### src/hw/fetchPkg.sv
`default_nettype none

package fetchPkg;

    // byte address
    typedef logic [31:0] pcT;

    // sequence number of a fetch block, wraps around
    typedef logic [3:0] fetchIdT;

    // word index inside a 16-byte block
    typedef logic [1:0] blockOffT;

    typedef logic [31:0] instrT;

    typedef enum logic {
        faultNone,
        faultAccess
    } fetchFaultT;

    // legal window is [LEGAL_BASE, LEGAL_LIMIT)
    localparam pcT LEGAL_BASE = 32'h0000_0000;
    localparam pcT LEGAL_LIMIT = 32'h0001_0000;

endpackage

`default_nettype wire

### src/hw/icachePkg.sv
`default_nettype none

package icachePkg;

    localparam int LINE_BYTES = 16;
    localparam int NUM_SETS = 16;

    localparam int OFFSET_BITS = $clog2(LINE_BYTES);
    localparam int SET_BITS = $clog2(NUM_SETS);
    localparam int TAG_BITS = 32 - OFFSET_BITS - SET_BITS;

    // pc bits 7:4
    typedef logic [SET_BITS-1:0] setIdxT;

    // pc bits 31:8
    typedef logic [TAG_BITS-1:0] tagT;

    // four words, word 0 in the low bits
    typedef logic [LINE_BYTES*8-1:0] lineT;

    typedef enum logic [1:0] {
        flushIdle,
        flushQueued,
        flushActive
    } flushStateT;

endpackage

`default_nettype wire

### src/hw/fetchQueue.sv
`default_nettype none

module fetchQueue #(
    parameter int QUEUE_DEPTH = 4,
    localparam int FREE_BITS = $clog2(QUEUE_DEPTH + 1),
    localparam int PTR_BITS = (QUEUE_DEPTH > 1) ? $clog2(QUEUE_DEPTH) : 1
) (
    input wire clk,
    input wire rst,
    input wire clear,

    input wire pushValid,
    input wire fetchPkg::pcT pushPc,
    input wire fetchPkg::fetchIdT pushId,
    input wire fetchPkg::blockOffT pushOff,
    input wire fetchPkg::fetchFaultT pushFault,
    input wire icachePkg::lineT pushLine,

    input wire popReady,
    output logic popValid,
    output fetchPkg::pcT popPc,
    output fetchPkg::fetchIdT popId,
    output fetchPkg::blockOffT popOff,
    output fetchPkg::fetchFaultT popFault,
    output icachePkg::lineT popLine,

    output logic [FREE_BITS-1:0] free
);

    fetchPkg::pcT pcMem [QUEUE_DEPTH];
    fetchPkg::fetchIdT idMem [QUEUE_DEPTH];
    fetchPkg::blockOffT offMem [QUEUE_DEPTH];
    fetchPkg::fetchFaultT faultMem [QUEUE_DEPTH];
    icachePkg::lineT lineMem [QUEUE_DEPTH];

    logic [PTR_BITS-1:0] rdPtr;
    logic [PTR_BITS-1:0] wrPtr;
    logic [FREE_BITS-1:0] count;
    logic pop;

    function automatic logic [PTR_BITS-1:0] bump(input logic [PTR_BITS-1:0] p);
        return (p == PTR_BITS'(QUEUE_DEPTH - 1)) ? '0 : p + 1'b1;
    endfunction

    assign pop = popValid && popReady;
    assign popValid = (count != '0);
    assign free = FREE_BITS'(QUEUE_DEPTH) - count;

    assign popPc = pcMem[rdPtr];
    assign popId = idMem[rdPtr];
    assign popOff = offMem[rdPtr];
    assign popFault = faultMem[rdPtr];
    assign popLine = lineMem[rdPtr];

    always_ff @(posedge clk) begin
        if (pushValid) begin
            pcMem[wrPtr] <= pushPc;
            idMem[wrPtr] <= pushId;
            offMem[wrPtr] <= pushOff;
            faultMem[wrPtr] <= pushFault;
            lineMem[wrPtr] <= pushLine;
        end
    end

    always_ff @(posedge clk) begin
        if (rst || clear) begin
            rdPtr <= '0;
            wrPtr <= '0;
            count <= '0;
        end else begin
            if (pushValid)
                wrPtr <= bump(wrPtr);
            if (pop)
                rdPtr <= bump(rdPtr);
            count <= count + FREE_BITS'(pushValid) - FREE_BITS'(pop);
        end
    end

    // the producer stalls on the free count, so this should never fire
    assert property (@(posedge clk) disable iff (rst) pushValid |-> free != '0)
        else $error("fetchQueue: push into full queue");

endmodule

`default_nettype wire

### config.mk
export PLATFORM = sky130hd
export DESIGN_NAME = fetchQueue
export DESIGN_NICKNAME = d
export VERILOG_FILES = /design/src/hw/fetchPkg.sv /design/src/hw/icachePkg.sv /design/src/hw/fetchQueue.sv
export SDC_FILE = /design/constraint.sdc
export NUM_CORES = 1
export LEC_CHECK = 0
export ABC_AREA = 1
export BUFFER_PORTS_ARGS = -buffer_cell sky130_fd_sc_hd__buf_2
export CAP_MARGIN = 10
export CORE_MARGIN = 3
export CORE_UTILIZATION = 50
export DETAILED_ROUTE_END_ITERATION = 16
export PLACE_DENSITY = 0.77
export RECOVER_POWER = 100
export SLEW_MARGIN = 25
export SYNTH_ARGS = -nofsm -noshare
export SYNTH_HDL_FRONTEND = slang
export SYNTH_SLANG_ARGS = --single-unit
export TNS_END_PERCENT = 20
### constraint.sdc
create_clock -name clk -period 4.25 [get_ports clk]
set_input_delay 0.6375 -clock clk [delete_from_list [all_inputs] [get_ports clk]]
set_output_delay 0.6375 -clock clk [all_outputs]
set_load 0.02 [all_outputs]
Word level (Yosys, flattened, before mapping):

Memories as Yosys holds them, arrays and structs flattened. A register that Yosys moved wholly into a read port is not among the register bits.
Cells that the tools add are included.

* logic and storage cells: 32
* register bits: 7
* bits of input ports: 172
* memories kept: 5
* RAM bits: 668
* output and inout port bits: 171

* mux-type cells: 14
* eq/ne operators: 2
* add/subtract/negate cells: 5
* reductions and logical operators: 3

Memories
* lineMem: depth 4, width 128, read ports 1, clocked after Yosys merged registers in 1, wr ports 1, line fetchQueue.sv:34 `icachePkg::lineT lineMem [QUEUE_DEPTH];`
* pcMem: depth 4, width 32, read ports 1, clocked after Yosys merged registers in 1, wr ports 1, line fetchQueue.sv:30 `fetchPkg::pcT pcMem [QUEUE_DEPTH];`
* idMem: depth 4, width 4, read ports 1, clocked after Yosys merged registers in 1, wr ports 1, line fetchQueue.sv:31 `fetchPkg::fetchIdT idMem [QUEUE_DEPTH];`
* offMem: depth 4, width 2, read ports 1, clocked after Yosys merged registers in 1, wr ports 1, line fetchQueue.sv:32 `fetchPkg::blockOffT offMem [QUEUE_DEPTH];`
* faultMem: depth 4, width 1, read ports 1, clocked after Yosys merged registers in 1, wr ports 1, line fetchQueue.sv:33 `fetchPkg::fetchFaultT faultMem [QUEUE_DEPTH];`

Operators by type and width (number)
* $mux W2: 12
* $add A2 B1 Y2 const B: 2
* $eq A2 B2 Y1 const B: 2
* $add A3 B1 Y3: 1
* $reduce_bool A3 Y1: 1
* $sub A3 B1 Y3: 1
* $sub A3 B3 Y3 const A: 1
* $mux W1: 2
* $logic_and A1 B1 Y1: 1
* $logic_or A1 B1 Y1: 1

Logic depth before layout (Yosys ltp):

* depth after elaboration: 4
* gate-level depth with buffers: 14
* gate-level depth less buffers: 14

Least setup slack after synthesis:

No wires, ideal clock.

* kind: in2reg
* start: input pushValid
* end: memory faultMem[3] in the netlist's numbering (enable)
* slack: -0.176 ns
* arrival: 3.906 ns
* stages on the path: 2
* buffers on the path: 0
* setup time: 0.520 ns
* path through: nand2_1 > inv_1

* word-level cells in the longest chain between the ends: 2

RTL lines
* start, declared: line fetchQueue.sv:12 `input wire pushValid,`
* $mux W1: line fetchQueue.sv:56 `if (pushValid) begin`
* $mux W1 (not written as such): line fetchQueue.sv:60 `faultMem[wrPtr] <= pushFault;`
* end, declared: line fetchQueue.sv:33

No other way between the ends.

Worst setup path in the final report:

* start: register wrPtr[1]
* end: memory lineMem[1][21] in the netlist's numbering (enable)

RTL lines
* start, declared: line fetchQueue.sv:37 `logic [PTR_BITS-1:0] wrPtr;`
* start signal, assigned: line fetchQueue.sv:72 `wrPtr <= bump(wrPtr);`
* end, declared: line fetchQueue.sv:34

No word-level cell before the write port.

==> flow_summary.json <==
{
  "grt_first_pass_wirelength_mm": 84.1,
  "grt_max_degree": 157,
  "whs_path_depth": 1,
  "final_cells": 3070,
  "cts_max_path_buffers": 3,
  "drt-total-wl_mm": 55.0,
  "syn_inst": 2014,
  "dp.cells": 2945,
  "placed_cell_area_um2": 28900,
  "skew_ps": 12.8,
  "initial_core_util_pct": 51.2,
  "most-common-layout-cells": "668 x edfxtp_1, 349 x inv_1, 342 x nand2_1",
  "post_cts_resized": 0,
  "fin_crit_ps": 3570,
  "syn_avg_cell_area_um2": 13.2,
  "dr.first_iter.drc_count": 1123,
  "yosysSeqAreaShare_pct": 76.1,
  "syn-num-nets": 2195,
  "violations": "capacitance limit, slew limit",
  "ff2ff_path_depth": 5,
  "syn2layout_area_growth_pct": 15.2,
  "track_usage_pct": 19.2,
  "cts_tree": "yes",
  "critical_path.max_fanout": 61,
  "end_kind": "flip-flop",
  "yosys-top-cells-area": "edfxtp_1 75%, inv_1 5.0%, nand2_1 4.8%",
  "grt_pass1_vias": 15682,
  "antenna_found_initial": 10,
  "core_um2": 51900,
  "worst_pin_slew_ps": 2970,
  "port_buffers": 342,
  "clk_pin_slew_ps": 60,
  "clk_latency_ps": 570,
  "final_common_cell": "edfxtp_1",
  "cts_hold_buffers": 0,
  "max_slew_margin_pct": -98.2,
  "rsz0062_at_grt": "no",
  "wl_met1_mm": 22.3,
  "clockRootBuffer": "clkbuf_16",
  "firstDrtPassIters": 5,
  "yosysTopAreaCell": "edfxtp_1",
  "htree_num_levels": 3,
  "synth_area_um2": 26600,
  "yosys_warnings": 0,
  "ys_seq_elements": 677,
  "highest_layer": "met5",
  "io_pins": 343,
  "rows": 83,
  "vias": 16019,
  "cts_buffers": 70,
  "power.leakage_nw": 11.0,
  "route.met2.wl_mm": 26.7,
  "nets": 2518,
  "cp-start-kind": "flip-flop",
  "synth_top_area_share_pct": 75.4,
  "ant_nets": 0,
  "drive_above_1_share_pct": 6.67,
  "cp.arrival_ps": 3790,
  "status": "finished with violations",
  "viasPerCell": 5.22,
  "p_per_area_nw_per_um2": 475,
  "fmax_mhz": 280,
  "die_h_um": 237,
  "grt_overflow": 0,
  "ys_types": 17,
  "die_area_um2": 56000,
  "cts.sinks": 677,
  "total_power_w": 0.0146,
  "hold_class": "primary input to flip-flop",
  "hold_viol": 0,
  "wl_per_cell_um": 17.9,
  "report.final.slew_viol_count": 292,
  "fin_area_um2": 30700,
  "gp_congestion": 0.768,
  "route.met3.wl_mm": 4.33,
  "cp.required_ps": 4470,
  "timing.final.crit_share_pct": 84.0,
  "ir_drop_mv": 0.371,
  "drcViolationCount": 0,
  "crit_type": "flip-flop to flip-flop",
  "dp_hpwl_mm": 32.4,
  "post-cts-setup-buffers": 0,
  "finalSetupViolCount": 0,
  "cap_violations": 5,
  "die_w_um": 237
}
==> power breakdown <==
group          leakage [nW]  switching, W  internal (W)  total [W]
clock network          1.06       0.00234       0.00343    0.00577
logic                  3.73      0.000883      0.000302    0.00119
registers              6.21     0.0000626       0.00755    0.00761
==> logic make-up (layout without fill, tap and decap cells) <==
kind of cell    Yosys count  count (layout)  synth area share [%]
compound gates          508             508                  11.1
xor+xnor                  1               1                0.0329
fa+ha+maj                 9               9                 0.452
buf+inv                 463             832                  7.26
flops                   677             677                  76.1
other cells               0               7                     0
simple gates            356             356                  5.03
==> worst max-delay path, cell delays in order, from the launching register on <==
cell and delay [ps]:
dfxtp_1 330, inv_1 100, ha_1 150, nand2_1 60, inv_1 2090, buf_12 420
==> area by class of cell <==
class	instances	area (um^2)
repair buffers	363	1630
inverters	351	1320
well taps	680	851
clock inverters	28	265
clock buffers	90	1890
fillers	4079	21300
flip-flops and latches	677	20200
multi-input cells	874	4430
diodes	7	17.5
==> Yosys cell counts <==
cell type / instances
edfxtp_1: 668
inv_1: 351
nand2_1: 342
a21oi_1: 169
o211ai_1: 167
o21ai_0: 121
buf_2: 77
o21ai_1: 51
clkbuf_1: 16
nor2_1: 13
buf_4: 12
dfxtp_1: 9
ha_1: 8
buf_6: 7
fa_1: 1
nand3_1: 1
xor2_1: 1
==> flip-flops by register name (all words and copies together), names as in the netlist, named ones only <==
register and flops:
wrPtr 2, lineMem 512, offMem 8, rdPtr 2
count 3, idMem 16, faultMem 4, pcMem 128
==> stage by stage <==
step | hold WS (ps) | setup WS (ps) | util, % | TNS [ps]
2_1_floorplan | 469 | -150 | - | -75330
3_3_place_gp | 482 | 1660 | 55.7 | 0
3_5_place_dp | 493 | 1620 | 55.7 | 0
4_1_cts | 219 | 979 | 59.9 | 0
5_1_grt | 282 | 417 | 59.0 | 0
6_report | 310 | 678 | 59.0 | 0
==> metal layers <==
metal | global-route usage (%) | vias to the layer above
li1 | - | 7664
met1 | 24.8 | 7747
met2 | 31.2 | 483
met3 | 5.67 | 117
met4 | 6.51 | 8
met5 | 0 | -
==> worst paths after layout <==
| kind | from | end | slack [ps] |
|---|---|---|---|
| worst min register to register | rdPtr[1] | flip-flop | 510 |
| worst min-delay path | pushLine[65] | lineMem[3][65] | 310 |
| worst max-delay path | wrPtr[1] | lineMem[1][21] | 680 |
| worst max register to register | wrPtr[1] | lineMem[1][21] | 680 |
Note: power is estimated with default switching activity, not from simulation.
