`src/hw/icachePkg.sv`:
```
`default_nettype none

package icachePkg;

    localparam int LINE_BYTES = 16;
    localparam int NUM_SETS = 16;

    localparam int OFFSET_BITS = $clog2(LINE_BYTES);
    localparam int SET_BITS = $clog2(NUM_SETS);
    localparam int TAG_BITS = 32 - OFFSET_BITS - SET_BITS;

    // pc bits 7:4
    typedef logic [SET_BITS-1:0] setIdxT;

    // pc bits 31:8
    typedef logic [TAG_BITS-1:0] tagT;

    // four words, word 0 in the low bits
    typedef logic [LINE_BYTES*8-1:0] lineT;

    typedef enum logic [1:0] {
        flushIdle,
        flushQueued,
        flushActive
    } flushStateT;

endpackage

`default_nettype wire

```
`src/hw/icacheArray.sv`:
```
`default_nettype none

module icacheArray #(
    parameter int NUM_WAYS = 2,
    localparam int WAY_BITS = (NUM_WAYS > 1) ? $clog2(NUM_WAYS) : 1
) (
    input wire clk,
    input wire rst,

    input wire readEn,
    input wire icachePkg::setIdxT readIdx,

    input wire writeEn,
    input wire [WAY_BITS-1:0] writeWay,
    input wire icachePkg::setIdxT writeIdx,
    input wire icachePkg::tagT writeTag,
    input wire writeValid,
    input wire icachePkg::lineT writeLine,

    output icachePkg::tagT readTags [NUM_WAYS],
    output logic [NUM_WAYS-1:0] readValids,
    output icachePkg::lineT readLines [NUM_WAYS]
);

    logic validMem [NUM_WAYS][icachePkg::NUM_SETS];
    icachePkg::tagT tagMem [NUM_WAYS][icachePkg::NUM_SETS];
    icachePkg::lineT lineMem [NUM_WAYS][icachePkg::NUM_SETS];

    // one way of one set per write
    always_ff @(posedge clk) begin
        if (writeEn) begin
            validMem[writeWay][writeIdx] <= writeValid;
            tagMem[writeWay][writeIdx] <= writeTag;
            lineMem[writeWay][writeIdx] <= writeLine;
        end
    end

    always_ff @(posedge clk) begin
        if (rst) begin
            readValids <= '0;
        end else if (readEn) begin
            for (int w = 0; w < NUM_WAYS; w++) begin
                readValids[w] <= validMem[w][readIdx];
            end
        end
    end

    // all ways of the set come back together
    always_ff @(posedge clk) begin
        if (readEn) begin
            for (int w = 0; w < NUM_WAYS; w++) begin
                readTags[w] <= tagMem[w][readIdx];
                readLines[w] <= lineMem[w][readIdx];
            end
        end
    end

endmodule

`default_nettype wire

```
`config.mk`:
```
export PLATFORM = sky130hd
export DESIGN_NAME = icacheArray
export DESIGN_NICKNAME = d
export VERILOG_FILES = /design/src/hw/icachePkg.sv /design/src/hw/icacheArray.sv
export SDC_FILE = /design/constraint.sdc
export NUM_CORES = 2
export LEC_CHECK = 0
export BUFFER_PORTS_ARGS = -buffer_cell sky130_fd_sc_hd__clkbuf_2
export CORE_ASPECT_RATIO = 0.9
export CORE_MARGIN = 4
export CORE_UTILIZATION = 50
export DETAILED_ROUTE_END_ITERATION = 8
export GPL_TIMING_DRIVEN = 0
export PLACE_DENSITY = 0.65
export SYNTH_ARGS = -nofsm -noshare
export SYNTH_HDL_FRONTEND = slang
export SYNTH_MEMORY_MAX_BITS = 65536
export SYNTH_SLANG_ARGS = --single-unit
```
`constraint.sdc`:
```
create_clock -name clk -period 12.2 [get_ports clk]
set_input_delay 1.83 -clock clk [delete_from_list [all_inputs] [get_ports clk]]
set_output_delay 1.83 -clock clk [all_outputs]
set_load 0.05 [all_outputs]
```
### Word level (Yosys, flattened, before mapping)

Memories as Yosys holds them, arrays and structs flattened.
Index checks and enable logic that the tools add are counted.

* order comparisons: 3
* mux-type cells: 28
* bitwise logic cells: 2
* reduce and logical (&&, ||, !) cells: 1

Operator list (number)
* two-way mux 2048 bit: 1
* binary-select mux 128 bit (select 4 bit): 2
* two-way mux 128 bit: 5
* demux 128 bit (select 4 bit): 1
* two-way mux 384 bit: 1
* binary-select mux 24 bit (select 4 bit): 2
* two-way mux 24 bit: 5
* demux 24 bit (select 4 bit): 1
* two-way mux 16 bit: 1
* >= comparator 5 bit (second input constant): 2
* NOT 4 -> 5 bit: 2
* binary-select mux 1 bit (select 4 bit): 2
* two-way mux 1 bit: 6
* < comparator 5 x 1 -> 1 bit (second input constant): 1
* demux 1 bit (select 4 bit): 1
* logical AND 1 bit: 1

* flip-flop bits (word level): 306
* memory bits (writable): 4896
* word-level logic and storage cells: 42
* memories kept: 3

Memories
* lineMem: depth 2, width 2048, rd ports 2, clocked after Yosys merged registers in 0, wr ports 1, line icacheArray.sv:27 `icachePkg::lineT lineMem [NUM_WAYS][icachePkg::NUM_SETS];`
* tagMem: depth 2, width 384, rd ports 2, clocked after Yosys merged registers in 0, wr ports 1, line icacheArray.sv:26 `icachePkg::tagT tagMem [NUM_WAYS][icachePkg::NUM_SETS];`
* validMem: depth 2, width 16, rd ports 2, clocked after Yosys merged registers in 0, wr ports 1, line icacheArray.sv:25 `logic validMem [NUM_WAYS][icachePkg::NUM_SETS];`

### Logic depth before layout (Yosys ltp)

* word-level depth: 6
* depth in mapped cells: 9
* depth with buffers taken out: 4

### Worst setup path before layout

OpenSTA, ideal clock, no wires.

* kind: in2reg
* from: in writeIdx[2]
* to: mem lineMem[1][1792] (netlist name), enable pin
* library setup time: 0.668 ns
* arrival time: 8.845 ns
* path slack: 2.687 ns
* stages on the path: 3
* path buffers: 1
* path through: or3b_2 -> clkbuf_1 -> nor2_1

* longest elaborated chain between the ends: 6
* elaborated cells on any way between the ends: 7
* those cells by class: order compare (2); mux (3); bitwise (1); reduce/logical (1)

RTL lines
* from (decl): line icacheArray.sv:15 `input wire icachePkg::setIdxT writeIdx,`
* NOT 4 -> 5 bit (not written as such) (*): line icacheArray.sv:34 `lineMem[writeWay][writeIdx] <= writeLine;`
* >= comparator 5 bit (not written as such) or < comparator 5 x 1 -> 1 bit (tied branches): line icacheArray.sv:34
* logical AND 1 bit (not written as such): line icacheArray.sv:34
* two-way mux 128 bit (not written as such): line icacheArray.sv:34
* demux 128 bit (select 4 bit) (*): line icacheArray.sv:34
* two-way mux 2048 bit (not written as such) (*): line icacheArray.sv:34
* to (decl): line icacheArray.sv:27

Mark *: on every way between the ends. The rest lies on a longest branch, timed or not.

### Worst setup path after layout

* from: in readIdx[1]
* to: reg readLines[61] (netlist name) (data pin)

* longest elaborated chain between the ends: 4

RTL lines
* from (decl): line icacheArray.sv:11 `input wire icachePkg::setIdxT readIdx,`
* NOT 4 -> 5 bit (not written as such): line icacheArray.sv:53 `readLines[w] <= lineMem[w][readIdx];`
* binary-select mux 128 bit (select 4 bit): line icacheArray.sv:53
* two-way mux 128 bit (not written as such) (2 in a row): line icacheArray.sv:53
* to (signal, indexed assignment): line icacheArray.sv:53
* to (decl): line icacheArray.sv:22 `output icachePkg::lineT readLines [NUM_WAYS]`

No other way between the ends. The select of a mux whose other input is x is not followed.
A chain may end at the register's enable or synchronous reset.

==> impl_results.md <==
- Fin cells: between 10000 and 15000
- Layout fillers: 26842
- Rel. slew slack: -0.02495
- TritonCTS Buffers: 524
- Max FO, Critical Path: 12
- CTS tree: done
- HP Class: reg2reg
- # IOs: roughly 470
- Die width: 663.9 um
- Worst flop-to-flop path endpoint: readTags[14]$_DFFE_PP_
- Peak VDD IR: 0.1559 mV
- Die area: 397300 um2
- GRT met2 Usage: 0.4287
- Maximum clock rate: 176.7 MHz
- Most common cell on crit path: buf_2
- Synth area leader: edfxtp_1
- Initial core utilization: 0.5027
- Final #Nets: around 9100
- Sequential element share of the synthesized area: 0.8067
- Worst setup SP type: primary input
- Post-detail-place hpwl: 355.5 mm
- Clock latency at the later pin of the worst-skew pair: 1.03 ns
- RR Startpoint: tagMem[1][350]$_DFFE_PP_
- Final setup violation count: 0
- # Max-Cap Violations: 1
- Sink Count: 5202
- CP Class: in2reg
- Dpl cell area: 208600 um2
- Crit path max-delay family: buffers and inverters
- Critical Path AT: 6.31 ns
- Most area-consuming cells after synthesis: edfxtp_1 (81%), mux4_2 (16%), mux2i_1 (0.84%), a211oi_1 (0.57%), nor2b_1 (0.48%)
- Syn nets: 7804
- Drt drc: 0
- Post-route cell area: 225100 um2
- Total negative setup slack: 0 ns
- Antenna-violating nets left: 0
- Clock Tree Buf Depth: 4
- Cell variety after synth: 22
- Hold-fix buffers, CTS: 0
- Placer Congestion: 0.7739
- PwrDens: 167.4 nW/um2
- DR pass1 iterations: 6
- Post-synthesis cell area: 193600 um2
- PnR worst setup slack: 6.540 ns
- Area of the core: 385100 um2
- Tot GR Track Use: 0.2704
- Share of cells above drive strength 1: 0.3288
- Vias per Instance: around 6.4
- Post-layout min period: 5.660 ns
- Setup Skew: 0.02715 ns
- Placed insts: 13514
- GR Util met1: 0.3682
- Busiest grt layer: met2
- Reg area: 156200 um2
- Htree depth: 6
- Pin slew with the least headroom to its limit: 1.537 ns
- Routing usage on met3: 0.06240
- Failing checks: max-capacitance violations, max-slew violations
- Initial antenna violation count: 92
- Min-delay src: readValids[0]$_SDFFE_PP0P_
- Pin count of the biggest net entering global routing: between 80 and 90
- Required time worst endpoint: ~13 ns
- Cells after Synth: roughly 7600
- Initial DRC Count: approximately 14000
- Leak pwr: 0.07097 uW
- Multi-input logic area: 35900 um2
- Syn avg cell area: 25.35 um2
- Buf/Inv on CP: 4
- CP endpoint kind: flip-flop
- Pre-CTS WS: 5.700 ns
- Global-route wire length before repair: 740.8 mm
- Final Max Slew Viols: 11
- Worst hold path cell count: 2
- P&R area growth vs syn: 16.27%
- Post_cts resized: 0
- Status: finished, violations left
- I/O Buffers: 467
- CP Cell Sequence: buf_2, buf_2, buf_2, clkbuf_1, mux4_2, mux2i_1, a21oi_1
- Total grt overflow: 0
- Number of synthesized register bits: around 5200
- Post-CTS Setup Inserts: 0
- Hold Slack: approximately 0.62 ns
- Vias in the first global route: between 90000 and 100k
- Via count: 92326
- Final hold violation count: 0
- Top-area cell type share of the netlist area: 0.8065
- Final period utilization: 0.4639
- Die Ht: 598.3 um
- Clock-pin transition on the worst setup and hold timing paths: 0.06 ns
- Final wirelength: 539.4 mm
- Hold EP: readValids[0]$_SDFFE_PP0P_
- DR WL/cell: roughly 37 um
- Crit-path slowest cell: clkbuf_1
- Reg2Reg Setup Slack: between 10 and 15 ns
- RSZ-0062 raised after global routing: false
- Largest stage delay on the critical path: around 1.2 ns
- Worst Reg-to-Reg Cells: 4
- Ys Warns: 0
- Clk root buf: clkbuf_16
- FP Rows: 216
## cells in the final DEF, fill, tap and decap left out, types with 115 or more instances in the layout
cell type	instances
edfxtp_1	5200
nor2b_1	148
a21oi_1	146
a211oi_1	146
mux2i_1	162
clkinv_1	115
mux4_2	1374
buf_2	166
clkbuf_1	254
clkbuf_2	481
clkbuf_16	537
buf_12	249
## synth_stat cells, drive strengths merged
master	instances
or3	1
nand4	2
a21oi	146
buf	225
a31oi	2
nand3	8
a211oi	146
nor2b	148
nor3b	1
mux4	1374
nand3b	6
mux2i	162
or3b	3
a22oi	4
dfxtp	2
nand2	7
clkbuf	166
edfxtp	5200
nor2	35
## logic make-up after synthesis
group,after synthesis,synth area share
buffers and inverters,391,0.009106
AND/OR/NAND/NOR,211,0.006307
flip-flops,5202,0.8067
multiplexers,1536,0.1682
AO/OA/AOI/OAI,298,0.009655
## cell type report
class | count | area share
clock inverter | 281 | 0.01058
sequential | 5202 | 0.6939
antenna | 91 | 0.001012
buffer | 391 | 0.007976
clock buffer | 643 | 0.06146
tap | 5123 | 0.02848
multi-input combinational | 2045 | 0.1595
timing repair buffer | 754 | 0.03716
## flip-flops by register name (all words and copies together), names as in the netlist
signal and count:
readTags 48, tagMem 768, readValids 2, validMem 32, readLines 256, lineMem 4096
## worst max-delay path by stage
stage                                       to  cells past startpoint         from
floorplan           lineMem[1][1792]$_DFFE_PP_                      3  writeIdx[2]
global placement     lineMem[0][794]$_DFFE_PP_                      3  writeIdx[1]
detailed placement     readLines[61]$_DFFE_PP_                      7   readIdx[1]
CTS                    readLines[61]$_DFFE_PP_                      7   readIdx[1]
global route           readLines[49]$_DFFE_PP_                      7   readIdx[2]
finish                 readLines[61]$_DFFE_PP_                      7   readIdx[1]
## routing by layer
metal,vias to the layer above,part of all wire
met5,-,0.00060
met4,50,0.043
met3,982,0.11
met2,5776,0.48
met1,49594,0.37
li1,35924,-
## through the flow
stage | power, uW | util
after floorplan | 21660 | -
final | 37680 | 0.5845
after global placement | 22650 | 0.5254
after detailed placement | 22670 | 0.5418
after global routing | 38780 | 0.5841
after CTS | 37910 | 0.5839
## worst reg2reg max path, cell delays in order, from the launching register on
cell and delay (ns):
edfxtp_1 0.37, mux4_2 0.45, nor2b_1 0.15, a211oi_1 0.33, a21oi_1 0.27
## power breakdown
group / switching, uW / internal [uW] / leakage, uW / total [uW]
Clock: 6730 / 8670 / 0.00791 / 15400
Combinational: 1490 / 712 / 0.0160 / 2200
Sequential: 89.2 / 20000 / 0.0471 / 20100
Total: 8310 / 29400 / 0.0710 / 37700
Note: power is estimated with default switching activity, not from simulation.
