File: src/hw/fetchPkg.sv
`default_nettype none

package fetchPkg;

    // byte address
    typedef logic [31:0] pcT;

    // sequence number of a fetch block, wraps around
    typedef logic [3:0] fetchIdT;

    // word index inside a 16-byte block
    typedef logic [1:0] blockOffT;

    typedef logic [31:0] instrT;

    typedef enum logic {
        faultNone,
        faultAccess
    } fetchFaultT;

    // legal window is [LEGAL_BASE, LEGAL_LIMIT)
    localparam pcT LEGAL_BASE = 32'h0000_0000;
    localparam pcT LEGAL_LIMIT = 32'h0001_0000;

endpackage

`default_nettype wire

File: src/hw/icachePkg.sv
`default_nettype none

package icachePkg;

    localparam int LINE_BYTES = 16;
    localparam int NUM_SETS = 16;

    localparam int OFFSET_BITS = $clog2(LINE_BYTES);
    localparam int SET_BITS = $clog2(NUM_SETS);
    localparam int TAG_BITS = 32 - OFFSET_BITS - SET_BITS;

    // pc bits 7:4
    typedef logic [SET_BITS-1:0] setIdxT;

    // pc bits 31:8
    typedef logic [TAG_BITS-1:0] tagT;

    // four words, word 0 in the low bits
    typedef logic [LINE_BYTES*8-1:0] lineT;

    typedef enum logic [1:0] {
        flushIdle,
        flushQueued,
        flushActive
    } flushStateT;

endpackage

`default_nettype wire

File: src/hw/fetchPipeline.sv
`default_nettype none

module fetchPipeline #(
    parameter int NUM_WAYS = 2,
    parameter int QUEUE_DEPTH = 4,
    localparam int WAY_BITS = (NUM_WAYS > 1) ? $clog2(NUM_WAYS) : 1,
    localparam int FREE_BITS = $clog2(QUEUE_DEPTH + 1)
) (
    input wire clk,
    input wire rst,
    input wire fetchValid,
    input wire fetchPkg::pcT fetchPc,
    input wire redirect,
    input wire fetchPkg::fetchIdT redirectId,
    input wire clearCache,
    input wire refillValid,
    input wire icachePkg::lineT refillData,
    input wire icachePkg::tagT readTags [NUM_WAYS],
    input wire [NUM_WAYS-1:0] readValids,
    input wire icachePkg::lineT readLines [NUM_WAYS],
    input wire [FREE_BITS-1:0] queueFree,

    output logic stall,
    output logic refetchValid,
    output fetchPkg::pcT refetchPc,
    output logic missReq,
    output fetchPkg::pcT missAddr,
    output logic readEn,
    output icachePkg::setIdxT readIdx,
    output logic writeEn,
    output logic [WAY_BITS-1:0] writeWay,
    output icachePkg::setIdxT writeIdx,
    output icachePkg::tagT writeTag,
    output logic writeValid,
    output icachePkg::lineT writeLine,
    output logic pushValid,
    output fetchPkg::pcT pushPc,
    output fetchPkg::fetchIdT pushId,
    output fetchPkg::blockOffT pushOff,
    output fetchPkg::fetchFaultT pushFault,
    output icachePkg::lineT pushLine
);

    logic s0Valid;
    fetchPkg::pcT s0Pc;
    logic s1Valid;
    fetchPkg::pcT s1Pc;
    fetchPkg::fetchIdT s1Id;
    fetchPkg::fetchIdT nextId;

    logic missPending;
    fetchPkg::pcT missLinePc;
    logic [WAY_BITS-1:0] rrWay;

    icachePkg::flushStateT flushState;
    logic [WAY_BITS-1:0] flushWay;
    icachePkg::setIdxT flushSet;

    logic accept;
    logic s1Legal;
    logic missNow;
    logic [NUM_WAYS-1:0] hitVec;
    icachePkg::lineT hitLine;

    // packets already in flight need a slot too
    always_comb begin
        stall = 1'b0;
        if (flushState != icachePkg::flushIdle)
            stall = 1'b1;
        if (missPending)
            stall = 1'b1;
        if (int'(queueFree) - int'(s0Valid) - int'(s1Valid) < 1)
            stall = 1'b1;
    end

    assign accept = fetchValid && !stall;

    // tags are read as the pc moves from stage 0 to stage 1
    assign readEn = s0Valid;
    assign readIdx = s0Pc[7:4];

    always_comb begin
        hitVec = '0;
        hitLine = '0;
        for (int w = 0; w < NUM_WAYS; w++) begin
            if (readValids[w] && readTags[w] == s1Pc[31:8]) begin
                hitVec[w] = 1'b1;
                hitLine = hitLine | readLines[w];
            end
        end
    end

    assign s1Legal = (s1Pc >= fetchPkg::LEGAL_BASE) && (s1Pc < fetchPkg::LEGAL_LIMIT);
    assign missNow = s1Valid && s1Legal && (hitVec == '0) && !redirect;

    // illegal pc bypasses the tags entirely
    assign pushValid = s1Valid && !redirect && (!s1Legal || hitVec != '0);
    assign pushPc = s1Pc;
    assign pushId = s1Id;
    assign pushOff = s1Pc[3:2];
    assign pushFault = s1Legal ? fetchPkg::faultNone : fetchPkg::faultAccess;
    assign pushLine = s1Legal ? hitLine : '0;

    assign missReq = missNow;
    assign missAddr = {s1Pc[31:4], 4'b0000};
    assign refetchValid = missNow;
    assign refetchPc = s1Pc;

    always_ff @(posedge clk) begin
        if (rst) begin
            s0Valid <= 1'b0;
            s1Valid <= 1'b0;
            nextId <= '0;
        end else if (redirect) begin
            s0Valid <= 1'b0;
            s1Valid <= 1'b0;
            nextId <= redirectId + 4'd1;
        end else if (missNow) begin
            // missed block keeps its id on the refetch
            s0Valid <= 1'b0;
            s1Valid <= 1'b0;
            nextId <= s1Id;
        end else begin
            s0Valid <= accept;
            s1Valid <= s0Valid;
            if (s0Valid)
                nextId <= nextId + 4'd1;
        end
    end

    always_ff @(posedge clk) begin
        if (accept)
            s0Pc <= fetchPc;
        if (s0Valid) begin
            s1Pc <= s0Pc;
            s1Id <= nextId;
        end
        if (missNow)
            missLinePc <= {s1Pc[31:4], 4'b0000};
    end

    always_ff @(posedge clk) begin
        if (rst) begin
            missPending <= 1'b0;
            rrWay <= '0;
        end else begin
            if (missNow)
                missPending <= 1'b1;
            else if (refillValid)
                missPending <= 1'b0;
            if (refillValid)
                rrWay <= (rrWay == WAY_BITS'(NUM_WAYS - 1)) ? '0 : rrWay + 1'b1;
        end
    end

    // flush walk owns the write port while active
    always_comb begin
        writeEn = refillValid;
        writeWay = rrWay;
        writeIdx = missLinePc[7:4];
        writeTag = missLinePc[31:8];
        writeValid = 1'b1;
        writeLine = refillData;
        if (flushState == icachePkg::flushActive) begin
            writeEn = 1'b1;
            writeWay = flushWay;
            writeIdx = flushSet;
            writeTag = '0;
            writeValid = 1'b0;
            writeLine = '0;
        end
    end

    always_ff @(posedge clk) begin
        if (rst) begin
            flushState <= icachePkg::flushQueued;
            flushWay <= '0;
            flushSet <= '0;
        end else begin
            case (flushState)
                icachePkg::flushIdle: begin
                    if (clearCache)
                        flushState <= icachePkg::flushQueued;
                end
                icachePkg::flushQueued: begin
                    flushWay <= '0;
                    flushSet <= '0;
                    if (!s0Valid && !s1Valid && !missPending)
                        flushState <= icachePkg::flushActive;
                end
                icachePkg::flushActive: begin
                    if (flushSet == icachePkg::setIdxT'(icachePkg::NUM_SETS - 1)) begin
                        flushSet <= '0;
                        flushWay <= flushWay + 1'b1;
                        if (flushWay == WAY_BITS'(NUM_WAYS - 1))
                            flushState <= icachePkg::flushIdle;
                    end else begin
                        flushSet <= flushSet + 1'b1;
                    end
                end
                default: flushState <= icachePkg::flushIdle;
            endcase
        end
    end

    assert property (@(posedge clk) disable iff (rst) s1Valid |-> $onehot0(hitVec))
        else $error("fetchPipeline: tag hit in more than one way");

    // refill data only ever answers an earlier miss request
    assert property (@(posedge clk) disable iff (rst) refillValid |-> missPending)
        else $error("fetchPipeline: refill without outstanding miss");

endmodule

`default_nettype wire

File: config.mk
export PLATFORM = sky130hd
export DESIGN_NAME = fetchPipeline
export DESIGN_NICKNAME = d
export VERILOG_FILES = /design/src/hw/fetchPkg.sv /design/src/hw/icachePkg.sv /design/src/hw/fetchPipeline.sv
export SDC_FILE = /design/constraint.sdc
export NUM_CORES = 1
export LEC_CHECK = 0
export ABC_CLOCK_PERIOD_IN_PS = 4200
export BUFFER_PORTS_ARGS = -buffer_cell sky130_fd_sc_hd__buf_2
export CAP_MARGIN = 20
export CORE_AREA = 5 5 336 338
export DETAILED_ROUTE_END_ITERATION = 12
export DIE_AREA = 0 0 341 343
export PLACE_DENSITY = 0.33
export SLEW_MARGIN = 40
export SYNTH_ARGS = -nofsm -noshare
export SYNTH_HDL_FRONTEND = slang
export SYNTH_SLANG_ARGS = --single-unit
File: constraint.sdc
create_clock -name clk -period 4.2 [get_ports clk]
set_clock_uncertainty 0.05 [all_clocks]
set_input_delay 0.21 -clock clk [delete_from_list [all_inputs] [get_ports clk]]
set_output_delay 0.21 -clock clk [all_outputs]
set_load 0.01 [all_outputs]
; Word level (Yosys, flattened, before mapping)
; Cells that the tools add are included.
[totals]
elab_cells = 90
register_bits = 111
output_inout_bits = 399
in_bits = 479
[classes]
eq_ne = 9
n_bitwise = 1
reduce_logical = 28
addsub = 7
mux = 30
order_cmp = 3
[ops]
columns = cell, count
row1 = 128-bit two-way mux, 4
row2 = 128-bit OR, 1
row3 = 24-bit equality test, 2
row4 = "32-bit by 1-bit >= comparator with 1-bit output, second input constant", 1
row5 = "32-bit by 17-bit less-than comparator with 1-bit output, second input constant", 1
row6 = 24-bit two-way mux, 1
row7 = 4-bit two-way mux, 5
row8 = 1-bit two-way mux, 13
row9 = "4-bit by 1-bit adder with 4-bit output, second input constant", 3
row10 = 1-bit logical AND, 11
row11 = 2-bit two-way mux, 4
row12 = 4-bit one-hot mux with 2 select lines, 1
row13 = 2-bit nonzero test, 4
row14 = 1-bit zero test, 6
row15 = "2-bit != test, second input constant", 3
row16 = 2-bit one-hot mux with 3 select lines, 1
row17 = "5-bit by 2-bit less-than comparator with 1-bit output, second input constant", 1
row18 = 4-bit by 2-bit subtractor with 5-bit output, 1
row19 = "4-bit equality test, second input constant", 1
row20 = 2-bit zero test, 2
row21 = 4-bit AND reduction, 1
row22 = 3-bit by 1-bit subtractor with 4-bit output, 1
row23 = 3-bit nonzero test, 1
row24 = 3-bit OR reduction, 1
row25 = other kinds (7), 8

; Longest topological paths before layout
[logic_depth]
word_depth = 8
mapped_depth = 10
mapped_depth_nobuf = 10

; Worst setup path before layout
; No wires, ideal clock.
[synth_timing]
kind = register to register
startpoint = register s0Valid, in the netlist readEn
endpoint = register s0Pc[0] (enable)
setup_time_ps = 392
path_buffers = 0
slack_ps = 255
path_stages_with_launch = 9
arrival_time_ps = 3503
required_ps = 3758
synth_period_minus_slack_ps = 3945
path_cell_list = dfxtp_1 ha_1 ha_1 ha_1 a31oi_1 a2bb2oi_1 o22ai_1 nor4_1 and2_1
[synth_via]
elab_chain_len = 6
[synth_rtl]
columns = element, line
row1 = "start, declared", fetchPipeline.sv:44  ; logic s0Valid;
row2 = "start signal, assigned", fetchPipeline.sv:124  ; s0Valid <= accept;
row3 = 3-bit by 1-bit subtractor with 4-bit output, fetchPipeline.sv:72  ; if (int'(queueFree) - int'(s0Valid) - int'(s1Valid) < 1)
row4 = 4-bit by 2-bit subtractor with 5-bit output, fetchPipeline.sv:72
row5 = 5-bit by 2-bit less-than comparator with 1-bit output, fetchPipeline.sv:72
row6 = 1-bit two-way mux, fetchPipeline.sv:72
row7 = 1-bit zero test, fetchPipeline.sv:76  ; assign accept = fetchValid && !stall;
row8 = 1-bit logical AND, fetchPipeline.sv:76
row9 = via accept, fetchPipeline.sv:59  ; logic accept;
row10 = "end signal, assigned", fetchPipeline.sv:133  ; s0Pc <= fetchPc;
row11 = "end, declared", fetchPipeline.sv:45  ; fetchPkg::pcT s0Pc;
; The timed path passes the listed nets, and every way through them passes these cells.
; A chain may end at the register's enable or synchronous reset.

; Final worst setup path
[layout_timing]
startpoint = register s1Pc[12], in the netlist pushPc[12]
endpoint = output pushLine[94]
[layout_via]
elab_chain_len = 6
elab_cells_between_ends = 11
classes_between = order compare: 2 / eq/ne: 2 / mux: 3 / bitwise: 1 / reduce/logical: 3
[layout_rtl]
columns = element, line
row1 = "start, declared", fetchPipeline.sv:47  ; fetchPkg::pcT s1Pc;
row2 = "start signal, assigned", fetchPipeline.sv:135  ; s1Pc <= s0Pc;
row3 = "parallel branches: the longest is 5 deep, another holds 32-bit by 1-bit >= comparator with 1-bit output", -
row4 = 128-bit two-way mux *, fetchPipeline.sv:102  ; assign pushLine = s1Legal ? hitLine : '0;
row5 = "end, declared", fetchPipeline.sv:41  ; output icachePkg::lineT pushLine
; Mark *: on every way between the ends.

==> flow_summary.yaml <==
yosys:
  ys_types: 41
  synth_area_leaders: "edfxtp_1 38%, a22oi_1 13%, nor2b_1 12%"
  seq_area_frac_synth_pct: 41.5
  synth-seq-cells: 111
  yosys_warnings: 0
  avgSynthCellArea_um2: 9.31
  syn_inst: 824
  synth_compound_area_share_pct: 14.6
  synthAdderAreaFrac_pct: 1.79
  synth_top_family_by_area: "simple AND/OR/NAND/NOR gates"
  synth-xor-area-share_pct: 6.05
  yosys.area.top_type: "edfxtp_1"
  synth_mux_area_share_pct: 1.53
  netlist_area_um2: 7670
  netlist.area_leader.share_pct: 37.6
  synthSimpleGateAreaFrac_pct: 23.4
cts:
  clock_latency_ns: 0.39
  postCtsHoldBufs: 31
  clk_pin_slew_worst_paths_ns: 0.09
  cts_setup_buffers: 0
  cts_inserted_buffers: 9
  cts_sinks: 111
  cts-root-buf: "clkbuf_16"
  cts_tree: "built"
  cts_buffer_depth: 2
  ctsResizeCount: 0
  h-tree-depth: 3
detailed_routing:
  wl_met1_um: 24500
  vias_per_cell: 3.11
  drt_first_iter_violations: 525
  wl_met3_um: 5650
  drc: 0
  dr.max_layer_used: "met5"
  met2WireLength_um: 28300
  drt-wirelength-per-cell_um: 19.4
  vias: 9558
  final_antenna_net_count: 0
  drt_pass1_iterations: 5
  wl_um: 59600
pwr:
  powerDensity_nw_per_um2: 268
  p_total_mw: 3.76
  swShare_pct: 37.0
  p_int_mw: 2.37
  seqPwrFrac_pct: 36.0
  power.static_leakage_nw: 6.14
  peakVddDrop_v: 0.000176
  combPwrFrac_pct: 37.9
  p_switching_mw: 1.39
  power.share.clock_pct: 26.1
timing:
  relSlewSlack_pct: 45.2
  setup-tns-final_ns: 0
  hold_slack_ns: 0.0351
  worstMarginPinSlew_ns: 0.819
  setup_violations: 0
  finalCritPeriodShare_pct: 90.6
  finalHoldViolations: 0
  slew_viol_final: 0
  min_period_ns: 3.81
  rsz0062_at_grt: "false"
  fmax_mhz: 263
setup_path:
  crit_arrival_ns: 3.55
  crit_path_top_delay_cell: "edfxtp_1"
  endpoint_kind: "output port"
  critPathMaxFanout: 31
  startpoint_type: "flop"
  worstPathRequired_ns: 3.94
  path_common_cell: "buf_12"
  slowest_delay_ns: 0.55
  crit_buf_inv: 3
  crit_family: "simple AND/OR/NAND/NOR gates"
  crit_chain: "xor2_1 -> nor4_1 -> nand3_1 -> nor4_4 -> buf_12 -> buf_12 -> a22oi_1 -> nor2_1 -> buf_2"
  path_class: "reg2out"
final_layout:
  fin_cells: 3075
  layout_common_cells: "873 x buf_2, 153 x nor2b_1, 137 x nor2_1, 129 x a22oi_1, 96 x edfxtp_1"
  drive_gt1_share_pct: 56.9
  layout.nets: 2122
  area_growth_pct: 82.9
  final_common_cell: "buf_2"
  num-fill-cells: 12700
global_routing:
  grt_pass1_vias: 9520
  overflow: 0
  antenna_found_initial: 21
  grt_max_degree: 92
  track_usage_pct: 9.38
  grt_pass1_wl_um: 77500
place:
  globalplace.congestion: 0.817
  dp.cells: 3016
  dp_hpwl_um: 50600
  io_buffer_count: 873
die:
  dieArea_um2: 117000
  core_area_um2: 110000
  design.portCount: 878
  die_h_um: 343
  initial_core_util_pct: 6.99
  die_w_um: 341
  rows: 122
hold_path:
  hold_class: "in2reg"
run:
  cap_violations: 0
outcome:
  outcome: "finished, final reports clean"
[worst paths after layout]
check | startpoint | end | slack, ns | cells after the start
max reg2reg | readEn | s0Pc[13] | 0.90 | 9
min reg2reg | s0Pc[3] | pushPc[3] | 0.37 | 0
max | pushPc[12] | pushLine[94] | 0.39 | 9
min | fetchPc[26] | s0Pc[26] | 0.04 | 1
[power by group through the flow]
stage | clock, mW | combinational, mW | sequential (mW)
2_1_floorplan | 0 | 0.643 | 1.37
3_3_place_gp | 0 | 1.45 | 1.38
3_5_place_dp | 0 | 1.44 | 1.38
4_1_cts | 1.07 | 1.47 | 1.36
5_1_grt | 1.09 | 1.56 | 1.36
6_report | 0.981 | 1.42 | 1.35
[flip-flops by register name (all words and copies together), names as in the netlist]
| signal | count |
|---|---|
| flushSet | 4 |
| flushState | 2 |
| flushWay | 1 |
| missLinePc | 28 |
| missPending | 1 |
| nextId | 4 |
| pushId | 4 |
| pushPc | 32 |
| readEn | 1 |
| rrWay | 1 |
| s0Pc | 32 |
| s1Valid | 1 |
[metal layers]
metal,track usage (%),vias to the layer above
met1,11.8,4511
met5,0,-
met3,3.37,52
met2,15.5,539
li1,-,4440
met4,1.92,16
[metrics by stage]
step,cell area [um2],setup WS (ns),util (%)
floorplan,7680,0.255,-
global placement,13300,0.726,12.2
detailed placement,13400,0.739,12.2
CTS,14000,0.316,12.8
global route,14000,0.192,12.8
finish,14000,0.393,12.8
[logic make-up (layout without fill, tap and decap cells)]
kind of cell,after synthesis,count (layout)
simple gates,340,340
compound gates,153,153
buf+inv,144,954
flops,111,111
xor+xnor,53,53
fa+ha+maj,11,11
mux,11,11
other cells,1,16
[cell usage after synthesis]
cell,instances
nor2b_1,153
nor2_1,138
a22oi_1,129
edfxtp_1,96
buf_4,73
clkbuf_1,35
xor2_1,33
buf_2,25
xnor2_1,20
dfxtp_1,15
nor4_1,12
ha_1,11
inv_1,9
a21oi_1,8
nand3_1,8
mux2_2,6
nand2_1,6
nand4_1,6
mux2i_1,5
nor3_1,4
a31oi_1,3
nor4b_1,3
o21ai_0,3
a21o_1,2
and3_1,2
buf_1,2
nor4_4,2
or2_2,2
a2bb2oi_1,1
and2_1,1
conb_1,1
nand2b_1,1
nor3b_1,1
o211ai_1,1
o21bai_1,1
o221ai_1,1
o22ai_1,1
o311a_1,1
o31ai_1,1
o41ai_1,1
or4b_1,1
[cell type report]
type	count	area [um2]	area share [%]
Clock inverter	7	88.8	0.633
Inverter	9	33.8	0.241
Clock buffer	9	225	1.61
Timing Repair Buffer	929	4990	35.6
Sequential cell	111	3180	22.7
Tap cell	1426	1780	12.7
Antenna cell	12	30.0	0.214
Multi-Input combinational cell	572	3690	26.3
No activity file was read; power rests on OpenSTA's default activity.
