<file path="src/hw/fetchPkg.sv">
`default_nettype none

package fetchPkg;

    // byte address
    typedef logic [31:0] pcT;

    // sequence number of a fetch block, wraps around
    typedef logic [3:0] fetchIdT;

    // word index inside a 16-byte block
    typedef logic [1:0] blockOffT;

    typedef logic [31:0] instrT;

    typedef enum logic {
        faultNone,
        faultAccess
    } fetchFaultT;

    // legal window is [LEGAL_BASE, LEGAL_LIMIT)
    localparam pcT LEGAL_BASE = 32'h0000_0000;
    localparam pcT LEGAL_LIMIT = 32'h0001_0000;

endpackage

`default_nettype wire

</file>
<file path="src/hw/icachePkg.sv">
`default_nettype none

package icachePkg;

    localparam int LINE_BYTES = 16;
    localparam int NUM_SETS = 16;

    localparam int OFFSET_BITS = $clog2(LINE_BYTES);
    localparam int SET_BITS = $clog2(NUM_SETS);
    localparam int TAG_BITS = 32 - OFFSET_BITS - SET_BITS;

    // pc bits 7:4
    typedef logic [SET_BITS-1:0] setIdxT;

    // pc bits 31:8
    typedef logic [TAG_BITS-1:0] tagT;

    // four words, word 0 in the low bits
    typedef logic [LINE_BYTES*8-1:0] lineT;

    typedef enum logic [1:0] {
        flushIdle,
        flushQueued,
        flushActive
    } flushStateT;

endpackage

`default_nettype wire

</file>
<file path="src/hw/instrSplitter.sv">
`default_nettype none

module instrSplitter (
    input wire clk,
    input wire rst,
    input wire clear,

    input wire popValid,
    input wire fetchPkg::pcT popPc,
    input wire fetchPkg::fetchIdT popId,
    input wire fetchPkg::blockOffT popOff,
    input wire fetchPkg::fetchFaultT popFault,
    input wire icachePkg::lineT popLine,
    output logic popReady,

    input wire instrReady,
    output logic instrValid,
    output fetchPkg::pcT instrPc,
    output fetchPkg::instrT instrWord,
    output fetchPkg::fetchFaultT instrFault,
    output fetchPkg::fetchIdT instrFetchId
);

    logic midPacket;
    fetchPkg::blockOffT wordIdx;
    fetchPkg::blockOffT curIdx;
    logic lastWord;
    logic take;

    // first word of a packet comes from its offset
    assign curIdx = midPacket ? wordIdx : popOff;
    assign lastWord = (curIdx == 2'd3) || (popFault == fetchPkg::faultAccess);
    assign take = popValid && instrReady;

    assign instrValid = popValid;
    assign instrPc = {popPc[31:4], curIdx, 2'b00};
    assign instrWord = popLine[curIdx*32 +: 32];
    assign instrFault = popFault;
    assign instrFetchId = popId;

    assign popReady = take && lastWord;

    always_ff @(posedge clk) begin
        if (rst || clear) begin
            midPacket <= 1'b0;
            wordIdx <= '0;
        end else if (take) begin
            if (lastWord) begin
                midPacket <= 1'b0;
            end else begin
                midPacket <= 1'b1;
                wordIdx <= curIdx + 2'd1;
            end
        end
    end

    // a waiting instruction must not change under the consumer
    assert property (@(posedge clk) disable iff (rst || clear)
        instrValid && !instrReady |=> instrValid && $stable(instrPc) && $stable(instrFetchId))
        else $error("instrSplitter: instruction changed while not accepted");

endmodule

`default_nettype wire

</file>
<file path="config.mk">
export PLATFORM = sky130hd
export DESIGN_NAME = instrSplitter
export DESIGN_NICKNAME = d
export VERILOG_FILES = /design/src/hw/fetchPkg.sv /design/src/hw/icachePkg.sv /design/src/hw/instrSplitter.sv
export SDC_FILE = /design/constraint.sdc
export NUM_CORES = 1
export LEC_CHECK = 0
export ABC_AREA = 1
export CAP_MARGIN = 20
export CORE_AREA = 3 3 93 95
export DETAILED_ROUTE_END_ITERATION = 7
export DIE_AREA = 0 0 96 98
export DONT_BUFFER_PORTS = 1
export GPL_TIMING_DRIVEN = 1
export SETUP_SLACK_MARGIN = 0.2
export SYNTH_ARGS = -nofsm -noshare
export SYNTH_HDL_FRONTEND = slang
export SYNTH_SLANG_ARGS = --single-unit
</file>
<file path="constraint.sdc">
create_clock -name clk -period 2.35 [get_ports clk]
set_clock_uncertainty 0.15 [all_clocks]
set_input_delay 0.235 -clock clk [delete_from_list [all_inputs] [get_ports clk]]
set_output_delay 0.235 -clock clk [all_outputs]
set_load 0.02 [all_outputs]
</file>
; After elaboration in Yosys (flattened, before gate mapping)
; Cells that the tools add are included.
[classes]
n_reduce_logical = 5
addsub = 1
bitwise = 1
eq_ne = 1
n_shift = 1
mux = 2
[op_table]
columns = operator, n
row1 = 128-bit by 8-bit variable part select with 32-bit output, 1
row2 = "2-bit by 1-bit adder with 2-bit output, second input constant", 1
row3 = "2-bit equality test, second input constant", 1
row4 = 1-bit logical AND, 2
row5 = 1-bit logical OR, 2
row6 = 2-bit two-way mux, 1
row7 = 2-bit AND reduction, 1
row8 = 1-bit two-way mux, 1
row9 = 1-bit NOT, 1
[word_totals]
ff_bits = 3
out_inout_bits = 71

; Logic depth before layout (Yosys ltp)
; Gate-level depths: netlist of the first run.
[logic_depth]
depth_word = 5
mapped_depth = 10
depth_no_buf = 9

; Worst setup path before layout of the first run
; OpenSTA, ideal clock, no wires.
[synth_timing]
path_kind = reg2out
startpoint = register midPacket
endpoint = output port popReady
path_slack_ns = 0.574
path_stages_with_launch = 8
arrival_time_ns = 1.391
n_path_buf = 1
t_required_ns = 1.965
path_cell_list = dfxtp_1 inv_1 nand2_1 nand2_1 buf_2 ha_1 nor2_1 nor2_1
[synth_between]
elab_chain_cells = 4
[synth_rtl]
columns = item, line_no
row1 = start: declaration, instrSplitter.sv:24  ; logic midPacket;
row2 = start signal: assignment, instrSplitter.sv:45  ; midPacket <= 1'b0;
row3 = start signal: assignment, instrSplitter.sv:49  ; midPacket <= 1'b0;
row4 = start signal: assignment, instrSplitter.sv:51  ; midPacket <= 1'b1;
row5 = 2-bit two-way mux, instrSplitter.sv:31  ; assign curIdx = midPacket ? wordIdx : popOff;
row6 = named net instrPc[2], instrSplitter.sv:18  ; output fetchPkg::pcT instrPc,
row7 = 2-bit equality test, instrSplitter.sv:32  ; assign lastWord = (curIdx == 2'd3) || (popFault == fetchPkg::faultAccess);
row8 = 1-bit logical OR, instrSplitter.sv:32
row9 = 1-bit logical AND, instrSplitter.sv:41  ; assign popReady = take && lastWord;
row10 = end: declaration, instrSplitter.sv:14  ; output logic popReady,
; The timed path passes the listed nets, and every way through them passes these cells.

; Worst setup path after layout of the first run
[layout_timing]
startpoint = register midPacket
endpoint = output port popReady
[layout_between]
elab_chain_cells = 4
[layout_rtl]
columns = item, line_no
row1 = 2-bit two-way mux, instrSplitter.sv:31
row2 = 2-bit equality test, instrSplitter.sv:32
row3 = 1-bit logical OR, instrSplitter.sv:32
row4 = 1-bit logical AND, instrSplitter.sv:41
; No other way between the ends.

==> impl_metrics.yaml, run 1 <==
status:
  status: "complete, no violations"
clock_network:
  clkSinkCount: 3
  cts_root_buffer: "clkbuf_8"
  cts.reportedPaths.clkPinSlew_ps: 30
  cts_tree: "yes"
  clock_path_buffers: 2
  number_of_h_tree_levels: 1
  cts.repair_timing.setup_buffer_count: 0
  cts_inserted_buffers: 3
  clock_latency_ps: 210
setup_path:
  setup.worst_path.end_class: "output port"
  timing.critical_path.required_ps: 1970
  worst-path-max-fanout: 20
  regToRegSetupSlack_ps: 450
  cpMaxStageDelayCell: "dfxtp_1"
  crit_chain: "inv_1, nand2_1, nand2_2, buf_4, ha_1, nor2_1, nor2_2"
  timing.critical_path.from_type: "flip-flop"
  cp_top_family: "simple AND/OR/NAND/NOR gates"
  critical_path_class: "reg -> out"
  critical-path-max-stage-delay_ps: 340
  critPathArrivalTime_ps: 1670
  worst-path-buf-inv: 2
finish:
  flow.area_growth_from_synthesis_pct: -5.61
  fillCellCount: 924
  multi_input_comb_area_um2: 1160
  insertedDiodeCount: 0
  sequential_cell_area_um2: 60.1
  fin_nets: 576
  final_cell_area_um2: 2020
  final_layout_size_suffix_gt1_share_pct: 5.22
sta:
  fmax_mhz: 487
  report.final.slew_viol_count: 0
  unrepaired_setup_endpoints_after_global_routing: "yes"
  fin_crit_sh_pct: 87.4
  setup_viol: 0
  final.setup.tns_ps: 0
  hold_violations: 0
  period_minus_slack_ps: 2050
synthesis:
  post_synthesis_cell_type_count: 15
  count_of_yosys_warnings_during_synthesis: 0
  share_of_the_yosys_chip_area_belonging_to_registers_pct: 2.81
  synth.cell_area_um2: 2140
  syn_inst: 449
  yosys_register_bits: 3
  syn_avg_cell_area_um2: 4.77
global_routing:
  use_met3_pct: 2.31
  grt_overflow_total: 0
  grt_pass1_vias: 2316
  grt_use_met1_pct: 14.3
  number_of_antenna_violations_at_the_first_check_in_global_routing: 0
  global_route_wire_length_before_repair_um: 10200
  grt_max_degree: 66
  grt.total_usage_pct: 13.0
  grt_util_met2_pct: 25.0
  gr-max-usage-layer: "met2"
detailed_routing:
  via_per_inst: 4.96
  route.antenna.remaining_nets: 0
  dr_total_vias: 2499
  wl_per_cell_um: 13.2
  drt_iter0_markers: 89
  post-route-drc-count: 0
  totalWireLength_um: 6660
  count_of_tritonroute_iterations_in_the_first_routing_pass: 4
place:
  placement.io_buffers: 0
  half_perimeter_wire_length_of_the_detailed_placement_result_um: 5340
  place_area_um2: 1970
  finalWeightedCongestion: 0.715
pwr:
  ir_worst_vdd_mv: 0.351
  power.leakage_nw: 1.41
  power_per_cell_area_nw_per_um2: 300
floorplanning:
  start_util_pct: 27.4
  ioPinCount: 243
  die_area_um2: 9410
  die_width_um: 96
  rows: 32
  floorplan.core_area_um2: 7810
  die_height_um: 98
hold_path:
  hp-class: "in -> reg"
flow_run:
  max_capacitance_violation_count: 0
## area by class of cell
type / count / share of cell area, %
sequential: 3 / 2.97
tap: 102 / 6.32
multi-input combinational: 249 / 57.5
clock buffer: 4 / 2.23
timing repair buffer: 13 / 6.07
inverter: 133 / 24.9
## metal layers
layer  wire [µm]  vias to the layer above
li1            -                     1219
met1        2650                     1126
met2        3380                      138
met3         552                       16
met4          80                        0
met5           0                        -
## synth_stat cells
cell,n,area share (%)
buf_1,2,0.35
nor2_1,5,0.88
ha_1,1,0.58
nand3_1,161,38
o21ai_0,1,0.23
clkbuf_1,4,0.70
conb_1,1,0.18
nand2_2,1,0.29
inv_1,133,23
a21oi_1,1,0.23
buf_2,14,3.3
a21boi_0,1,0.35
buf_4,45,16
dfxtp_1,3,2.8
nand2_1,76,13
## worst register-to-register path: cells and delay by family, from the launching register on
| kind | cells | cell delay (ps) |
|---|---|---|
| AND/OR/NAND/NOR | 5 | 550 |
| flip-flops | 1 | 400 |
| buffers and inverters | 2 | 340 |
| adder cells (fa/ha/maj) | 1 | 220 |
| AO/OA/AOI/OAI | 1 | 130 |
## layout by cell type (no fill, tap or decap)
| cell type | count |
|---|---|
| nor2_1 | 4 |
| nand2_1 | 74 |
| buf_12 | 2 |
| buf_4 | 11 |
| o21ai_0 | 1 |
| nand2_2 | 3 |
| dfxtp_1 | 3 |
| clkbuf_1 | 1 |
| nand3_1 | 161 |
| inv_1 | 132 |
| clkinvlp_4 | 1 |
| nor2_2 | 1 |
| conb_1 | 2 |
| ha_1 | 1 |
| a21oi_1 | 1 |
| clkbuf_8 | 3 |
| a21boi_0 | 1 |
## sequential cells by signal, summed over array words and instances, names as in the netlist
name / count
midPacket: 1
wordIdx: 2
## path summary, 6_finish.rpt
path | start | end | depth (start not counted)
max | midPacket$_SDFFE_PP0P_ | popReady | 7
min | rst | wordIdx[0]$_SDFFE_PP0P_ | 3
max reg2reg | midPacket$_SDFFE_PP0P_ | wordIdx[0]$_SDFFE_PP0P_ | 9
min reg2reg | wordIdx[1]$_SDFFE_PP0P_ | wordIdx[1]$_SDFFE_PP0P_ | 2
## kinds of logic after synthesis
group,count (synthesis),share of synthesized area [%]
AOI/OAI and AO/OA,3,0.818
adders and majority gates,1,0.585
buffers and inverters,198,43.5
DFF,3,2.81
other,1,0.175
and+or+nand+nor,243,52.2
## power by group
group          total, mW  switching (mW)  leakage [nW]  internal [mW]
clock network      0.147          0.0313        0.0228          0.115
registers         0.0537         0.00122        0.0243         0.0525
logic              0.405           0.288          1.36          0.116
total              0.605           0.321          1.41          0.284
## timing repair
action,4_1_cts,5_1_grt
hold buffers,0,0
setup endpoints to repair,0,22
resized for setup,0,2
## through the flow
step / hold slack [ps] / power, mW / cells / util [%] / setup slack [ps]
6_report: 58.2 / 0.605 / 504 / 25.9 / 296
5_1_grt: 93.1 / 0.665 / 504 / 25.9 / 179
4_1_cts: 53.0 / 0.609 / 504 / 25.8 / 241
3_5_place_dp: 278 / 0.458 / 500 / 25.2 / 460
3_3_place_gp: 268 / 0.447 / 500 / 25.2 / 505
2_1_floorplan: 251 / 0.482 / 450 / - / 574
(Power assumes the default switching activity.)
==> inputs of run 2 (changes only) <==
--- a/config.mk
+++ b/config.mk
@@ -5,11 +5,10 @@
 export SDC_FILE = /design/constraint.sdc
 export NUM_CORES = 1
 export LEC_CHECK = 0
-export ABC_AREA = 1
 export CAP_MARGIN = 20
-export CORE_AREA = 3 3 93 95
+export CORE_AREA = 3 3 94 96
 export DETAILED_ROUTE_END_ITERATION = 7
-export DIE_AREA = 0 0 96 98
+export DIE_AREA = 0 0 97 99
 export DONT_BUFFER_PORTS = 1
 export GPL_TIMING_DRIVEN = 1
 export SETUP_SLACK_MARGIN = 0.2
==> impl_metrics.yaml, run 2 <==
pwr:
  net-switching-power_mw: 0.264
  power_per_cell_area_nw_per_um2: 364
  ir_worst_vdd_mv: 0.0878
  pwr-share-clk_pct: 23.7
  combPwrFrac_pct: 68.0
  power.leakage_nw: 0.951
  share_seq_of_total_power_pct: 8.2
  p_int_mw: 0.385
  sw_frac_of_total_pct: 40.7
synthesis:
  share_of_synthesized_registers_carrying_an_async_set_or_reset_pct: 0
  synth.cell_area_um2: 1530
  count_of_yosys_warnings_during_synthesis: 0
  share_of_the_yosys_chip_area_belonging_to_registers_pct: 3.92
  synth.cells.most_frequent: "98 x mux2i_1, 39 x buf_4, 3 x buf_12, 3 x dfxtp_1"
  yosys_register_bits: 3
  synth_top_area_share_pct: 64.1
  yosys-top-cells-area: "mux2i_1 64%, buf_4 19%, buf_12 3.9%"
  synth_enable_flop_cells: 0
  synth_top_area_cell: "mux2i_1"
  syn_inst: 159
  yosysMostFrequentCell: "mux2i_1"
  syn_avg_cell_area_um2: 9.62
  synth_top_flop_cell: "dfxtp_1"
  post_synthesis_cell_type_count: 17
finish:
  fin_nets: 337
  layout.cells.most_common: "mux2i_1"
  register_bank_with_the_most_flops: "wordIdx"
  mostFrequentLayoutCells: "98 x mux2i_1, 37 x buf_4, 3 x clkbuf_8, 3 x clkbuf_16"
  flow.area_growth_from_synthesis_pct: 16.5
  final_layout_size_suffix_gt1_share_pct: 31.3
  reg_top3: "wordIdx x2, midPacket x1"
  largest_register_ffs: 2
  utilization_pct: 21.9
  insertedDiodeCount: 0
setup_path:
  crit_chain: "mux2i_4, buf_12, buf_12, mux2i_1, mux2i_1, buf_4"
  cpMaxStageDelayCell: "dfxtp_4"
  cp_top_family: "multiplexers"
  critPathArrivalTime_ps: 1690
  worst-path-max-fanout: 18
  timing.rr.start: "midPacket$_SDFFE_PP0P_"
  regToRegSetupSlack_ps: 420
  r2r_end: "wordIdx[0]$_SDFFE_PP0P_"
  critical_path_class: "reg -> out"
  worst-path-buf-inv: 3
  timing.critical_path.from_type: "flip-flop"
  setup.worst_path.end_class: "output port"
  critical-path-max-stage-delay_ps: 380
  reg2regPathDepth: 7
  timing.critical_path.required_ps: 1970
detailed_routing:
  drt_iter0_markers: 9
  dr_total_vias: 1202
  totalWireLength_um: 4680
  route.antenna.remaining_nets: 0
  wl_per_cell_um: 17.5
  count_of_tritonroute_iterations_in_the_first_routing_pass: 4
  via_per_inst: 4.49
  post-route-drc-count: 0
hold_path:
  hp-class: "in -> reg"
  hold_start: "instrReady"
  hold_depth: 2
  worst_hold_path.endpoint: "midPacket$_SDFFE_PP0P_"
sta:
  setup_viol: 0
  hold_violations: 0
  unrepaired_setup_endpoints_after_global_routing: "no"
  report.final.slew_viol_count: 0
  fmax_mhz: 481
  period_minus_slack_ps: 2080
  final.setup.tns_ps: 0
  fin_crit_sh_pct: 88.5
floorplanning:
  die_height_um: 99
  ioPinCount: 243
  rows: 33
  die_area_um2: 9600
  floorplan.core_area_um2: 8130
  die_width_um: 97
  start_util_pct: 18.8
global_routing:
  grt_max_degree: 36
  global_route_wire_length_before_repair_um: 5800
  number_of_antenna_violations_at_the_first_check_in_global_routing: 0
  grt_pass1_vias: 1174
  grt_overflow_total: 0
  grt.total_usage_pct: 7.24
clock_network:
  cts_inserted_buffers: 3
  clkSinkCount: 3
  cts_root_buffer: "clkbuf_8"
  cts_tree: "yes"
  cts.reportedPaths.clkPinSlew_ps: 30
  number_of_h_tree_levels: 1
  clock_latency_ps: 220
  clock_path_buffers: 2
place:
  placement.io_buffers: 0
  half_perimeter_wire_length_of_the_detailed_placement_result_um: 3620
  finalWeightedCongestion: 0.747
status:
  status: "complete, no violations"
flow_run:
  max_capacitance_violation_count: 0
[run 2: power groups by stage]
stage | Sequential [mW] | Clock (mW) | Combinational, mW
2_1_floorplan | 0.0544 | 0 | 0.383
3_3_place_gp | 0.0549 | 0 | 0.404
3_5_place_dp | 0.0549 | 0 | 0.412
4_1_cts | 0.0543 | 0.157 | 0.418
5_1_grt | 0.0536 | 0.163 | 0.470
6_report | 0.0534 | 0.154 | 0.441
[run 2: kinds of logic after synthesis]
logic type | share of synthesized area [%]
mux | 65.9
buf+inv | 25.9
simple gates | 2.21
flops | 3.92
compound gates | 0.981
fa+ha+maj | 0.818
other cells | 0.245
[run 2: what timing repair did]
action                                  CTS  global route
endpoints found under the setup margin    3            31
setup buffers                             0             1
hold buffers                              2             0
cloned                                    0             3
resized for setup                         0             2
endpoints found under the hold margin     3             0
[run 2: area by class of cell]
| class | instances | area (µm²) |
|---|---|---|
| Tap cell | 105 | 131 |
| Multi-Input combinational cell | 109 | 1090 |
| Timing Repair Buffer | 45 | 440 |
| Sequential cell | 3 | 63.8 |
| Clock buffer | 4 | 45.0 |
| Fill cell | 855 | 6350 |
| Inverter | 2 | 7.51 |
[run 2: stage by stage]
| stage | hold slack [ps] | power (mW) | worst slack [ps] | area [µm²] | cells |
|---|---|---|---|---|---|
| 2_1_floorplan | 154 | 0.438 | 204 | 1540 | 160 |
| 5_1_grt | 86.8 | 0.686 | 188 | 1780 | 268 |
| 6_report | 68.3 | 0.648 | 271 | 1780 | 268 |
| 3_5_place_dp | 156 | 0.467 | 426 | 1610 | 258 |
| 3_3_place_gp | 157 | 0.459 | 446 | 1610 | 258 |
| 4_1_cts | 68.8 | 0.629 | 189 | 1680 | 264 |
[run 2: worst max-delay path by stage]
stage	start	endpoint	slack, ps	cells after the start
floorplan	midPacket$_SDFFE_PP0P_	wordIdx[0]$_SDFFE_PP0P_	200	8
global placement	midPacket$_SDFFE_PP0P_	wordIdx[0]$_SDFFE_PP0P_	450	6
detailed placement	midPacket$_SDFFE_PP0P_	instrWord[19]	430	5
CTS	midPacket$_SDFFE_PP0P_	instrWord[20]	190	5
global route	midPacket$_SDFFE_PP0P_	instrWord[20]	190	6
finish	midPacket$_SDFFE_PP0P_	instrWord[19]	270	6
[run 2: routing by layer]
metal | share of wire (%) | global-route usage [%] | routed length, µm | up-vias
li1 | - | - | - | 546
met2 | 54 | 14.8 | 2530 | 123
met3 | 11 | 2.48 | 520 | 17
met5 | 0 | 0 | 0 | -
met1 | 31 | 6.01 | 1450 | 516
met4 | 3.6 | 3.78 | 169 | 0
[run 2: worst register-to-register path: stages (launching register included)]
cell      delay (ps)
dfxtp_4          380
mux2i_4          250
buf_12           160
inv_1             60
ha_1             200
and4bb_2         320
mux2i_1          230
nor3_2            50
